===== src/source/irq_controller.sv =====
`timescale 1ns/1ps

module irq_controller (
    input  logic       clock,
    input  logic       reset_n,
    input  logic       key_strobe,
    input  logic [7:0] key_code_in,
    input  logic       irq_ack,
    output logic       irq_req,
    output logic [7:0] key_code,
    output logic       led_irq
);

    assign led_irq = irq_req;

    always_ff @(posedge clock or negedge reset_n) begin
        if (!reset_n) begin
            irq_req <= 1'b0;
            key_code <= 8'h00;
        end else if (irq_ack) begin
            // A strobe in the acknowledge cycle is dropped
            irq_req <= 1'b0;
        end else if (key_strobe && (key_code_in != 8'h00)) begin
            irq_req <= 1'b1;
            key_code <= key_code_in;
        end
    end

    // Request only drops on the core's acknowledge
    req_held_until_ack: assert property (@(posedge clock) disable iff (!reset_n)
        $fell(irq_req) |-> $past(irq_ack));

endmodule


===== config.mk =====
export PLATFORM = sky130hd
export DESIGN_NAME = irq_controller
export DESIGN_NICKNAME = d
export VERILOG_FILES = /design/src/source/irq_controller.sv
export SDC_FILE = /design/constraint.sdc
export NUM_CORES = 1
export LEC_CHECK = 0
export BUFFER_PORTS_ARGS = -buffer_cell sky130_fd_sc_hd__buf_2
export CELL_PAD_IN_SITES_DETAIL_PLACEMENT = 1
export CELL_PAD_IN_SITES_GLOBAL_PLACEMENT = 2
export CORE_UTILIZATION = 23
export CTS_CLUSTER_DIAMETER = 80
export DETAILED_ROUTE_END_ITERATION = 8
export PLACE_DENSITY_LB_ADDON = 0.1
export SETUP_SLACK_MARGIN = 0.5
export SLEW_MARGIN = 25
export SYNTH_ARGS = -nofsm -noshare
export SYNTH_HDL_FRONTEND = slang
export SYNTH_SLANG_ARGS = --single-unit
export TNS_END_PERCENT = 100

===== constraint.sdc =====
create_clock -name clock -period 0.9 [get_ports clock]
set_input_delay 0.09 -clock clock [delete_from_list [all_inputs] [get_ports clock]]
set_output_delay 0.09 -clock clock [all_outputs]
set_load 0.01 [all_outputs]

==> impl_metrics.yaml <==
finish:
  fillers: 159
  post-route-util_pct: 45.6
  synthToLayoutAreaGrowth_pct: 75.0
  seqCellArea_um2: 225
  layout-drive-gt1-share_pct: 65.6
  multi_input_area_um2: 136
  fin_cells: 76
  final_cell_mix: "17 x buf_2, 12 x buf_4, 9 x dfrtp_1"
  nets: 74
  diodes: 0
  final_common_cell: "buf_2"
sta:
  max_slew_margin_pct: 69.7
  timing.fmax_ghz: 1.03
  worst_pin_slew_ps: 454
  rsz0062_at_grt: "yes"
  whs_ps: -326
  drv_slew: 0
  fin_crit_sh_pct: 108
  setup_viol: 9
  skew_ps: 0
  finalHoldViolCount: 9
  fin_ws_ps: -67.8
  fin_crit_ps: 968
  setup_tns_ps: -378
placed_design:
  port_buffers: 21
  dp.cells: 63
  routabilityCongestion: 0.681
worst_setup_path:
  crit_path_top_delay_cell: "or4_4"
  critical-path-top-delay-family: "simple AND/OR/NAND/NOR gates"
  start_kind: "primary input"
  critPathKind: "primary input to flip-flop"
  worstPathRequired_ps: 1090
  end_kind: "flip-flop"
  crit_path_max_incr_delay_ps: 570
  arrival_ps: 1160
  worstPathCellList: "buf_6, or4_4, o21ai_4, a22o_1"
  path_depth: 4
  worst-path-max-fanout: 5
  path_buf_inv: 1
  reg2reg_depth: 2
pwr:
  power.density_nw_per_um2: 1690
  seq_power_share_pct: 44.9
  p_sw_share_pct: 26.3
  combPwrFrac_pct: 26.4
  vdd_drop_max_uv: 731
  p_int_w: 0.000785
  switchingPower_w: 0.000279
  clkPwrFrac_pct: 28.6
  p_leak_nw: 0.334
die:
  row_count: 13
  start_util_pct: 26.1
  dieArea_um2: 1730
  die_x_um: 41.6
  die_h_um: 41.6
  coreArea_um2: 1380
  pin_count: 22
clock_network:
  worstSkewPairLatency_ps: 260
  numCtsBuffers: 3
  clock_sinks: 9
  clock_path_buffers: 2
  htree_levels: 1
  cts.clk_slew.worst_paths_ps: 60
  cts_tree: "done"
  root_buffer: "clkbuf_4"
yosys:
  synth_xor_xnor_area_share_pct: 0
  synth_cell_type_count: 9
  synth_top_family_by_area: "compound AO/OA/AOI/OAI gates"
  synthAdderAreaFrac_pct: 0
  synth-simple-area-share_pct: 7.99
  ys_ff_latch: 9
  syn_inst: 25
  yosysWarnings: 0
  muxShareOfSynthArea_pct: 0
  synth_compound_area_share_pct: 25.3
  syn-num-nets: 37
  syn_area_um2: 360
  yosysSeqAreaShare_pct: 62.5
  avgSynthCellArea_um2: 14.4
global_routing:
  overflow: 0
  grt_pass1_vias: 382
  antenna_found_initial: 0
  grtUsageTotal_pct: 14.8
  grt_first_pass_wirelength_mm: 1.84
  grt_max_degree: 10
job:
  maxCapViolations: 0
routing:
  route.vias.total: 372
  wirelength_mm: 1.18
  drc: 0
  ant_nets: 0
  viasPerCell: 4.89
  wl_per_cell_um: 15.5
  dr.first_iter.drc_count: 3
  drt_pass1_iterations: 3
run_status:
  status: "complete, but fails checks"
  violations: "hold timing, setup timing"
worst_hold_path:
  hp-class: "primary input to async pin"
-- per-stage QoR --
stage	setup slack, ps	total power, W	instance area [µm²]
2_1_floorplan	-169	0.000582	364
6_report	-67.8	0.00106	631
3_5_place_dp	-392	0.000692	503
4_1_cts	-45.1	0.00105	596
5_1_grt	-93.8	0.00112	631
3_3_place_gp	-343	0.000683	503
-- final timing paths --
path / slack, ps / startpoint / endpoint
max: -70 / key_code_in[2] / key_code[4]
min: -330 / reset_n / key_code[6]
max reg2reg: 100 / key_code[1] / key_code[1]
min reg2reg: 500 / key_code[0] / key_code[0]
max in group asynchronous: 1040 / reset_n / key_code[2]
min in group clock: 70 / key_code_in[2] / key_code[2]
-- cells in the mapped netlist (all sizes together) --
library cell | count | share of area [%]
dfrtp | 9 | 63
nor2b | 1 | 1.7
inv | 1 | 1.0
clkbuf | 1 | 1.0
or4 | 2 | 6.2
a22o | 8 | 19
buf | 1 | 2.1
o21ai | 2 | 5.9
-- what timing repair did --
item                       in CTS  in global routing
hold endpoints to repair        9                  9
pin swaps                       9                 10
buffers inserted                5                  3
resized for setup               3                  2
gates cloned                    1                  0
setup endpoints to repair      19                 19
-- power groups by stage --
stage               clock network, W  registers [W]   logic, W
detailed placement                 0       0.000488   0.000204
global route                0.000337       0.000483   0.000302
CTS                         0.000321       0.000477   0.000256
finish                      0.000305       0.000478   0.000281
floorplan                          0       0.000512  0.0000699
global placement                   0       0.000485   0.000199
-- metal layers --
layer  routed length (µm)  track usage [%]
met5                    0                0
met4                    7             3.87
met3                   75             6.52
met2                  634             24.7
met1                  461             17.2
-- cells by family after synthesis --
logic type | Yosys count
compound gates | 10
flops | 9
simple gates | 3
buf+inv | 3
-- final cells by class --
cell class              instances  area share [%]
inverters                       1           0.595
multi-input cells              14            21.6
flip-flops and latches          9            35.7
well taps                      15            2.98
clock buffers                   4            4.17
repair buffers                 33            34.9
-- registers in the layout, summed over array words and instances, names as in the netlist --
signal,flops
irq_req,1
key_code,8
(Power assumes the default switching activity.)
