<file path="src/source/soc_map_pkg.sv">
package soc_map_pkg;

    // Data RAM at the bottom of the map
    localparam logic [31:0] ram_base = 32'h0000_0000;
    localparam int ram_words = 1024;
    localparam int ram_aw = $clog2(ram_words);

    // Boot ROM directly above the RAM
    localparam logic [31:0] rom_base = 32'h0000_1000;
    localparam int rom_words = 1024;
    localparam int rom_aw = $clog2(rom_words);

    // Single-register peripherals
    localparam logic [31:0] uart_addr = 32'h8000_0000;
    localparam logic [31:0] key_addr = 32'h8000_0010;

    // Core entry points
    localparam logic [31:0] reset_pc = rom_base;

    // Interrupt handler entry, inside the ROM image
    localparam logic [31:0] trap_vector = 32'h0000_1100;

    // Read value for holes in the map
    localparam logic [63:0] unmapped_data = 64'hDEADBEEF_DEADBEEF;

endpackage

</file>
<file path="src/source/rv_isa_pkg.sv">
package rv_isa_pkg;

    localparam int xlen = 64;

    // Major opcodes of the supported subset
    localparam logic [6:0] op_lui = 7'b0110111;
    localparam logic [6:0] op_opimm = 7'b0010011;
    localparam logic [6:0] op_load = 7'b0000011;
    localparam logic [6:0] op_store = 7'b0100011;
    localparam logic [6:0] op_jal = 7'b1101111;
    localparam logic [6:0] op_system = 7'b1110011;

    // MRET is matched as a whole word
    localparam logic [31:0] mret_word = {12'h302, 5'd0, 3'b000, 5'd0, op_system};

    // One instruction word, two field layouts
    typedef union packed {
        // I format, also sliced for the U and J immediates
        struct packed {
            logic [11:0] imm;
            logic [4:0]  rs1;
            logic [2:0]  funct3;
            logic [4:0]  rd;
            logic [6:0]  opcode;
        } i_view;
        // S format for stores
        struct packed {
            logic [6:0] imm_hi;
            logic [4:0] rs2;
            logic [4:0] rs1;
            logic [2:0] funct3;
            logic [4:0] imm_lo;
            logic [6:0] opcode;
        } s_view;
    } rv_instr_t;

endpackage

</file>
<file path="src/source/mem_bus_if.sv">
`timescale 1ns/1ps

interface mem_bus_if import rv_isa_pkg::*; ();

    logic [31:0]     addr;
    logic [xlen-1:0] wdata;
    logic            we;
    logic            re;
    logic [xlen-1:0] rdata;

    // Core side
    modport master (
        output addr, wdata, we, re,
        input  rdata
    );

    // Decoder side, answers rdata in the same cycle
    modport slave (
        input  addr, wdata, we, re,
        output rdata
    );

endinterface

</file>
<file path="src/source/rv_core.sv">
`timescale 1ns/1ps

module rv_core import rv_isa_pkg::*, soc_map_pkg::*; (
    input  logic        clock,
    input  logic        reset_n,
    output logic [31:0] fetch_addr,
    input  logic [31:0] fetch_data,
    mem_bus_if.master   bus,
    input  logic        irq_req,
    output logic        irq_ack,
    output logic [7:0]  ir_low,
    output logic        heartbeat
);

    logic [31:0]     pc;
    logic [31:0]     ir_pc;
    rv_instr_t       ir;
    logic            bubble;
    logic            in_handler;
    logic [31:0]     mepc;
    logic [xlen-1:0] regs [32];

    logic [xlen-1:0] rs1_val;
    logic [xlen-1:0] rs2_val;
    logic [xlen-1:0] imm_i;
    logic [xlen-1:0] imm_s;
    logic [xlen-1:0] imm_u;
    logic [xlen-1:0] imm_j;
    logic [xlen-1:0] addr_sum;
    logic [xlen-1:0] rd_data;
    logic [31:0]     jal_target;
    logic            is_lui;
    logic            is_addi;
    logic            is_lw;
    logic            is_sw;
    logic            is_jal;
    logic            is_mret;
    logic            take_irq;
    logic            exec;
    logic            rd_we;

    assign fetch_addr = pc;
    assign ir_low = ir[7:0];

    // Operand reads, x0 always zero
    assign rs1_val = (ir.i_view.rs1 == 5'd0) ? '0 : regs[ir.i_view.rs1];
    assign rs2_val = (ir.s_view.rs2 == 5'd0) ? '0 : regs[ir.s_view.rs2];

    // Immediates, U and J rebuilt from I-view slices
    assign imm_i = {{(xlen - 12){ir.i_view.imm[11]}}, ir.i_view.imm};
    assign imm_s = {{(xlen - 12){ir.s_view.imm_hi[6]}}, ir.s_view.imm_hi, ir.s_view.imm_lo};
    assign imm_u = {{(xlen - 32){ir.i_view.imm[11]}}, ir.i_view.imm, ir.i_view.rs1,
                    ir.i_view.funct3, 12'b0};
    assign imm_j = {{(xlen - 21){ir.i_view.imm[11]}}, ir.i_view.imm[11], ir.i_view.rs1,
                    ir.i_view.funct3, ir.i_view.imm[0], ir.i_view.imm[10:1], 1'b0};

    assign is_lui = (ir.i_view.opcode == op_lui);
    assign is_addi = (ir.i_view.opcode == op_opimm) && (ir.i_view.funct3 == 3'b000);
    assign is_lw = (ir.i_view.opcode == op_load) && (ir.i_view.funct3 == 3'b010);
    assign is_sw = (ir.s_view.opcode == op_store) && (ir.s_view.funct3 == 3'b010);
    assign is_jal = (ir.i_view.opcode == op_jal);
    assign is_mret = (ir == mret_word);

    // Interrupt replaces the word in execute, which reruns after MRET
    assign take_irq = irq_req && !in_handler && !bubble;
    assign exec = !bubble && !take_irq;

    assign addr_sum = rs1_val + (is_sw ? imm_s : imm_i);
    assign jal_target = ir_pc + imm_j[31:0];

    // Data bus is driven straight from execute
    assign bus.addr = addr_sum[31:0];
    assign bus.wdata = rs2_val;
    assign bus.we = exec && is_sw;
    assign bus.re = exec && is_lw;

    always_comb begin
        rd_data = '0;
        if (is_lui) begin
            rd_data = imm_u;
        end else if (is_addi) begin
            rd_data = rs1_val + imm_i;
        end else if (is_lw) begin
            rd_data = {{(xlen - 32){bus.rdata[31]}}, bus.rdata[31:0]};
        end else if (is_jal) begin
            rd_data = {{(xlen - 32){1'b0}}, ir_pc + 32'd4};
        end
    end

    assign rd_we = exec && (ir.i_view.rd != 5'd0) && (is_lui || is_addi || is_lw || is_jal);

    always_ff @(posedge clock) begin
        if (rd_we) begin
            regs[ir.i_view.rd] <= rd_data;
        end
    end

    always_ff @(posedge clock) begin
        if (take_irq) begin
            mepc <= ir_pc;
        end
    end

    always_ff @(posedge clock or negedge reset_n) begin
        if (!reset_n) begin
            pc <= reset_pc;
            ir <= '0;
            ir_pc <= reset_pc;
            bubble <= 1'b1;
            in_handler <= 1'b0;
            irq_ack <= 1'b0;
            heartbeat <= 1'b0;
        end else begin
            heartbeat <= ~heartbeat;
            ir <= fetch_data;
            ir_pc <= pc;
            pc <= pc + 32'd4;
            bubble <= 1'b0;
            irq_ack <= take_irq;
            // Redirects flush the word fetched behind them
            if (take_irq) begin
                pc <= trap_vector;
                in_handler <= 1'b1;
                bubble <= 1'b1;
            end else if (exec && is_jal) begin
                pc <= jal_target;
                bubble <= 1'b1;
            end else if (exec && is_mret) begin
                pc <= mepc;
                in_handler <= 1'b0;
                bubble <= 1'b1;
            end
        end
    end

    ack_single_pulse: assert property (@(posedge clock) disable iff (!reset_n)
        irq_ack |=> !irq_ack);

    no_read_with_write: assert property (@(posedge clock) disable iff (!reset_n)
        !(bus.we && bus.re));

endmodule

</file>
<file path="src/flat_wrapper.sv">
// flat-port wrapper written by rule: the top's interface ports become plain ports
module rv_core_flat import rv_isa_pkg::*, soc_map_pkg::*;
  (clock, reset_n, fetch_addr, fetch_data, irq_req, irq_ack, ir_low, heartbeat, bus_addr, bus_wdata, bus_we, bus_re, bus_rdata);
  mem_bus_if bus_i ();
  input  logic clock;
  input  logic reset_n;
  output logic [31:0] fetch_addr;
  input  logic [31:0] fetch_data;
  input  logic irq_req;
  output logic irq_ack;
  output logic [7:0] ir_low;
  output logic heartbeat;
  output wire logic [$bits(bus_i.addr)-1:0] bus_addr;
  output wire logic [$bits(bus_i.wdata)-1:0] bus_wdata;
  output wire logic [$bits(bus_i.we)-1:0] bus_we;
  output wire logic [$bits(bus_i.re)-1:0] bus_re;
  input wire logic [$bits(bus_i.rdata)-1:0] bus_rdata;
  assign bus_addr = bus_i.addr;
  assign bus_wdata = bus_i.wdata;
  assign bus_we = bus_i.we;
  assign bus_re = bus_i.re;
  assign bus_i.rdata = bus_rdata;
  rv_core u_core (.clock(clock), .reset_n(reset_n), .fetch_addr(fetch_addr), .fetch_data(fetch_data), .bus(bus_i), .irq_req(irq_req), .irq_ack(irq_ack), .ir_low(ir_low), .heartbeat(heartbeat));
endmodule
</file>
<file path="config.mk">
export PLATFORM = sky130hd
export DESIGN_NAME = rv_core_flat
export DESIGN_NICKNAME = d
export VERILOG_FILES = /design/src/source/soc_map_pkg.sv /design/src/source/rv_isa_pkg.sv /design/src/source/mem_bus_if.sv /design/src/source/rv_core.sv /design/src/flat_wrapper.sv
export SDC_FILE = /design/constraint.sdc
export NUM_CORES = 2
export LEC_CHECK = 0
export BUFFER_PORTS_ARGS = -buffer_cell sky130_fd_sc_hd__buf_4
export CORE_ASPECT_RATIO = 1.5
export CORE_MARGIN = 10
export CORE_UTILIZATION = 45
export DETAILED_ROUTE_END_ITERATION = 12
export GPL_ROUTABILITY_DRIVEN = 0
export SLEW_MARGIN = 15
export SYNTH_ARGS = -nofsm -noshare
export SYNTH_HDL_FRONTEND = slang
export SYNTH_SLANG_ARGS = --single-unit
</file>
<file path="constraint.sdc">
create_clock -name clock -period 8.01 [get_ports clock]
set_input_delay 0.801 -clock clock [delete_from_list [all_inputs] [get_ports clock]]
set_output_delay 0.801 -clock clock [all_outputs]
set_load 0.1 [all_outputs]
</file>
==> flow_metrics.tcl <==
set metrics [dict create \
    status "finished, final reports clean" \
    p_per_area_mw_per_mm2 216.1 \
    async_flop_share_pct 4.587 \
    grt_pass1_wl_mm 468.7 \
    finalCritPeriodShare_pct 95.30 \
    routedWlPerCell_um 36.56 \
    ant_nets 0 \
    reg2reg_to "u_core.regs[15][59]$_DFFE_PP_" \
    place_ws_ns 0.3690 \
    synth_edf_count 2080 \
    yosys_warnings 0 \
    ys_seq_area_share_pct 61.35 \
    period_minus_slack_ns 7.633 \
    hp-class "in2reg" \
    worstHoldStart "fetch_data[7]" \
    drt_wl_total_mm 330.5 \
    clock_latency_ns 0.90 \
    hold_viol 0 \
    cpMostUsedCell "buf_4" \
    tightestPinTransition_ns 1.232 \
    avgSynthCellArea_um2 19.29 \
    cts_buffers 209 \
    cp.required_ns 7.21 \
    cpPeakStageDelay_ns 0.89 \
    h-tree-depth 4 \
    antenna_found_initial 8 \
    synth-main-ff-cell "edfxtp_1" \
    timing.fmax_ghz 0.1310 \
    pin_count 239 \
    layout.nets 5991 \
    cp_cell_sequence "buf_4 -> nor2b_1 -> buf_4 -> a21oi_1 -> and3_1 -> nor3b_2 -> or2_2 -> xor2_1 -> ha_1 -> inv_1 -> o31ai_1 -> maj3_1 -> a21o_1 -> a21o_1 -> a21oi_1 -> o31ai_1 -> inv_1 -> o21ai_0 -> xor2_1 -> buf_4" \
    r2r_start "u_core.ir[15]$_DFF_PN0_" \
    core_area_mm2 0.2346 \
    setup_viol 0 \
    r2r_slack_ns 0.69 \
    hold_end "u_core.ir[7]$_DFF_PN0_" \
    drive_gt1_share_pct 35.70 \
    rsz0062_at_grt "false" \
    end_kind "output pin" \
    cts_tree "built" \
    synthesis.area_mm2 0.1059 \
    clockRootBuffer "clkbuf_16" \
    max-cap-violations 0 \
    cp.arrival_ns 6.83 \
    cp-start-kind "flip-flop" \
    slew_violations 0 \
    grt_pass1_vias 63248 \
    post_drt_via_cell_ratio 6.677 \
    ys_top_cells_by_area "edfxtp_1 59%, mux4_2 27%, dfrtp_1 2.3%" \
    ys_ff_latch 2180 \
    power_leakage_nw 40.97 \
    crit_type "reg2out" \
    synth_area_leader_cell "edfxtp_1" \
    synthDistinctLibCells 82 \
    synthMostInstantiatedCell "edfxtp_1" \
    worst-path-max-fanout 26 \
    initial_core_util_pct 45.14 \
    synth.top_cell.area_share_pct 58.99 \
    postLayoutCoreUtil_pct 51.04 \
    grt_overflow 0 \
    yosys-top-cells-count "2080 x edfxtp_1, 1256 x mux4_2, 292 x clkbuf_1" \
    drc 0 \
    place_hpwl_mm 186.6 \
    path_clk_slew_ns 0.07 \
    layout_setup_ws_ns 0.3765 \
    fin_skew_ns 0.07613 \
    dieWidth_um 416.1 \
    reg2reg_depth 20 \
    clkSinkCount 2180 \
    slowest_stage "dfrtp_4" \
    whs_path_depth 1 \
    area_growth_pct 13.06 \
    ir_worst_vdd_v 0.0002014 \
    max_slew_margin_pct 17.85 \
    dp_cells 8661 \
    netlist_instances 5489 \
    setup_tns_ns 0 \
    dieArea_mm2 0.2555 \
    grt_usage_pct 25.41 \
    dr.first_iter.drc_count 6739 \
    numPortBuffers 206 \
    vias 60344 \
    cts_buffer_depth 4 \
    die_h_um 614.1 \
    rows 218 \
    p_total_w 0.02587 \
    grt_max_degree 133 \
    drtPass1Iterations 5 \
    stdcell_count 9038 \
]
[state kept, by name, indices dropped and copies added, names as in the netlist]
register / count
u_core.bubble: 1
u_core.fetch_addr: 32
u_core.heartbeat: 1
u_core.in_handler: 1
u_core.ir: 32
u_core.ir_pc: 32
u_core.irq_ack: 1
u_core.mepc: 32
u_core.regs: 2048
[final cells by class]
type | instances | area, um^2
Fill cell | 18774 | 114900
Tap cell | 3080 | 3854
Antenna cell | 3 | 7.507
Sequential cell | 2180 | 65000
Clock inverter | 113 | 1187
Inverter | 42 | 165.2
Multi-Input combinational cell | 2913 | 39920
Timing Repair Buffer | 451 | 4081
Clock buffer | 256 | 5505
[kinds of logic after synthesis]
group	count (synthesis)	share of synthesized area, %
muxes	1418	28.25
AOI/OAI and AO/OA	536	3.258
xor gates and xnor gates	178	1.472
DFF	2180	61.35
buffers and inverters	459	1.709
and+or+nand+nor	616	2.766
adders and majority gates	101	1.188
other	1	0.003541
[cell usage in the layout, fill, tap and decap left out, types with 87 or more instances in the layout]
cell and count:
dfrtp_1 87, mux2i_1 158, nor2_1 220, xnor2_1 124, mux4_2 1256, a21oi_1 164
clkbuf_16 213, nand2_1 113, buf_4 393, ha_1 94, edfxtp_1 2080
[worst max path at each step]
| stage | start | cells after the start | to |
|---|---|---|---|
| 5_1_grt | u_core.ir[15]$_DFF_PN0_ | 20 | bus_addr[16] |
| 2_1_floorplan | u_core.ir[15]$_DFF_PN0_ | 24 | u_core.regs[0][51]$_DFFE_PP_ |
| 3_5_place_dp | u_core.ir[16]$_DFF_PN0_ | 18 | u_core.regs[5][59]$_DFFE_PP_ |
| 4_1_cts | u_core.ir[16]$_DFF_PN0_ | 19 | bus_addr[16] |
| 3_3_place_gp | u_core.ir[16]$_DFF_PN0_ | 18 | u_core.regs[5][59]$_DFFE_PP_ |
| 6_report | u_core.ir[16]$_DFF_PN0_ | 20 | bus_addr[16] |
[stage by stage]
step	hold slack (ns)	cell area [um^2]
2_1_floorplan	0.4467	106100
3_3_place_gp	0.3825	112800
3_5_place_dp	0.3869	112800
4_1_cts	0.01240	119600
5_1_grt	0.02642	119700
6_report	0.05447	119700
[per-layer routing]
layer	GRT usage, %	vias to the layer above	wire (um)	share of wire, %
li1	-	24024	-	-
met1	32.85	32810	124500	38
met2	43.06	2837	166400	50
met3	3.929	671	24140	7.3
met4	10.25	2	15410	4.7
met5	0	-	9	0.0027
[report_power, final]
part / internal [W] / switching (W) / leakage, nW
clock network: 0.00564 / 0.00437 / 3.24
registers: 0.0125 / 0.000254 / 22.3
logic: 0.00108 / 0.00207 / 15.5
[worst max-delay path, delay by kind of cell (launching register included)]
family                     cells  cell delay [ns]
DFF                            1             0.89
adders and majority gates      2             0.41
and+or+nand+nor                4             1.26
xor gates and xnor gates       2             0.55
buffers and inverters          5             1.07
AOI/OAI and AO/OA              7             1.75
[repair_timing]
action	CTS	global route
setup buffers	0	1
hold endpoints to repair	32	0
hold buffers	3	0
setup endpoints to repair	0	1
resized for setup	0	1
Power figures use the tool's default switching activity.
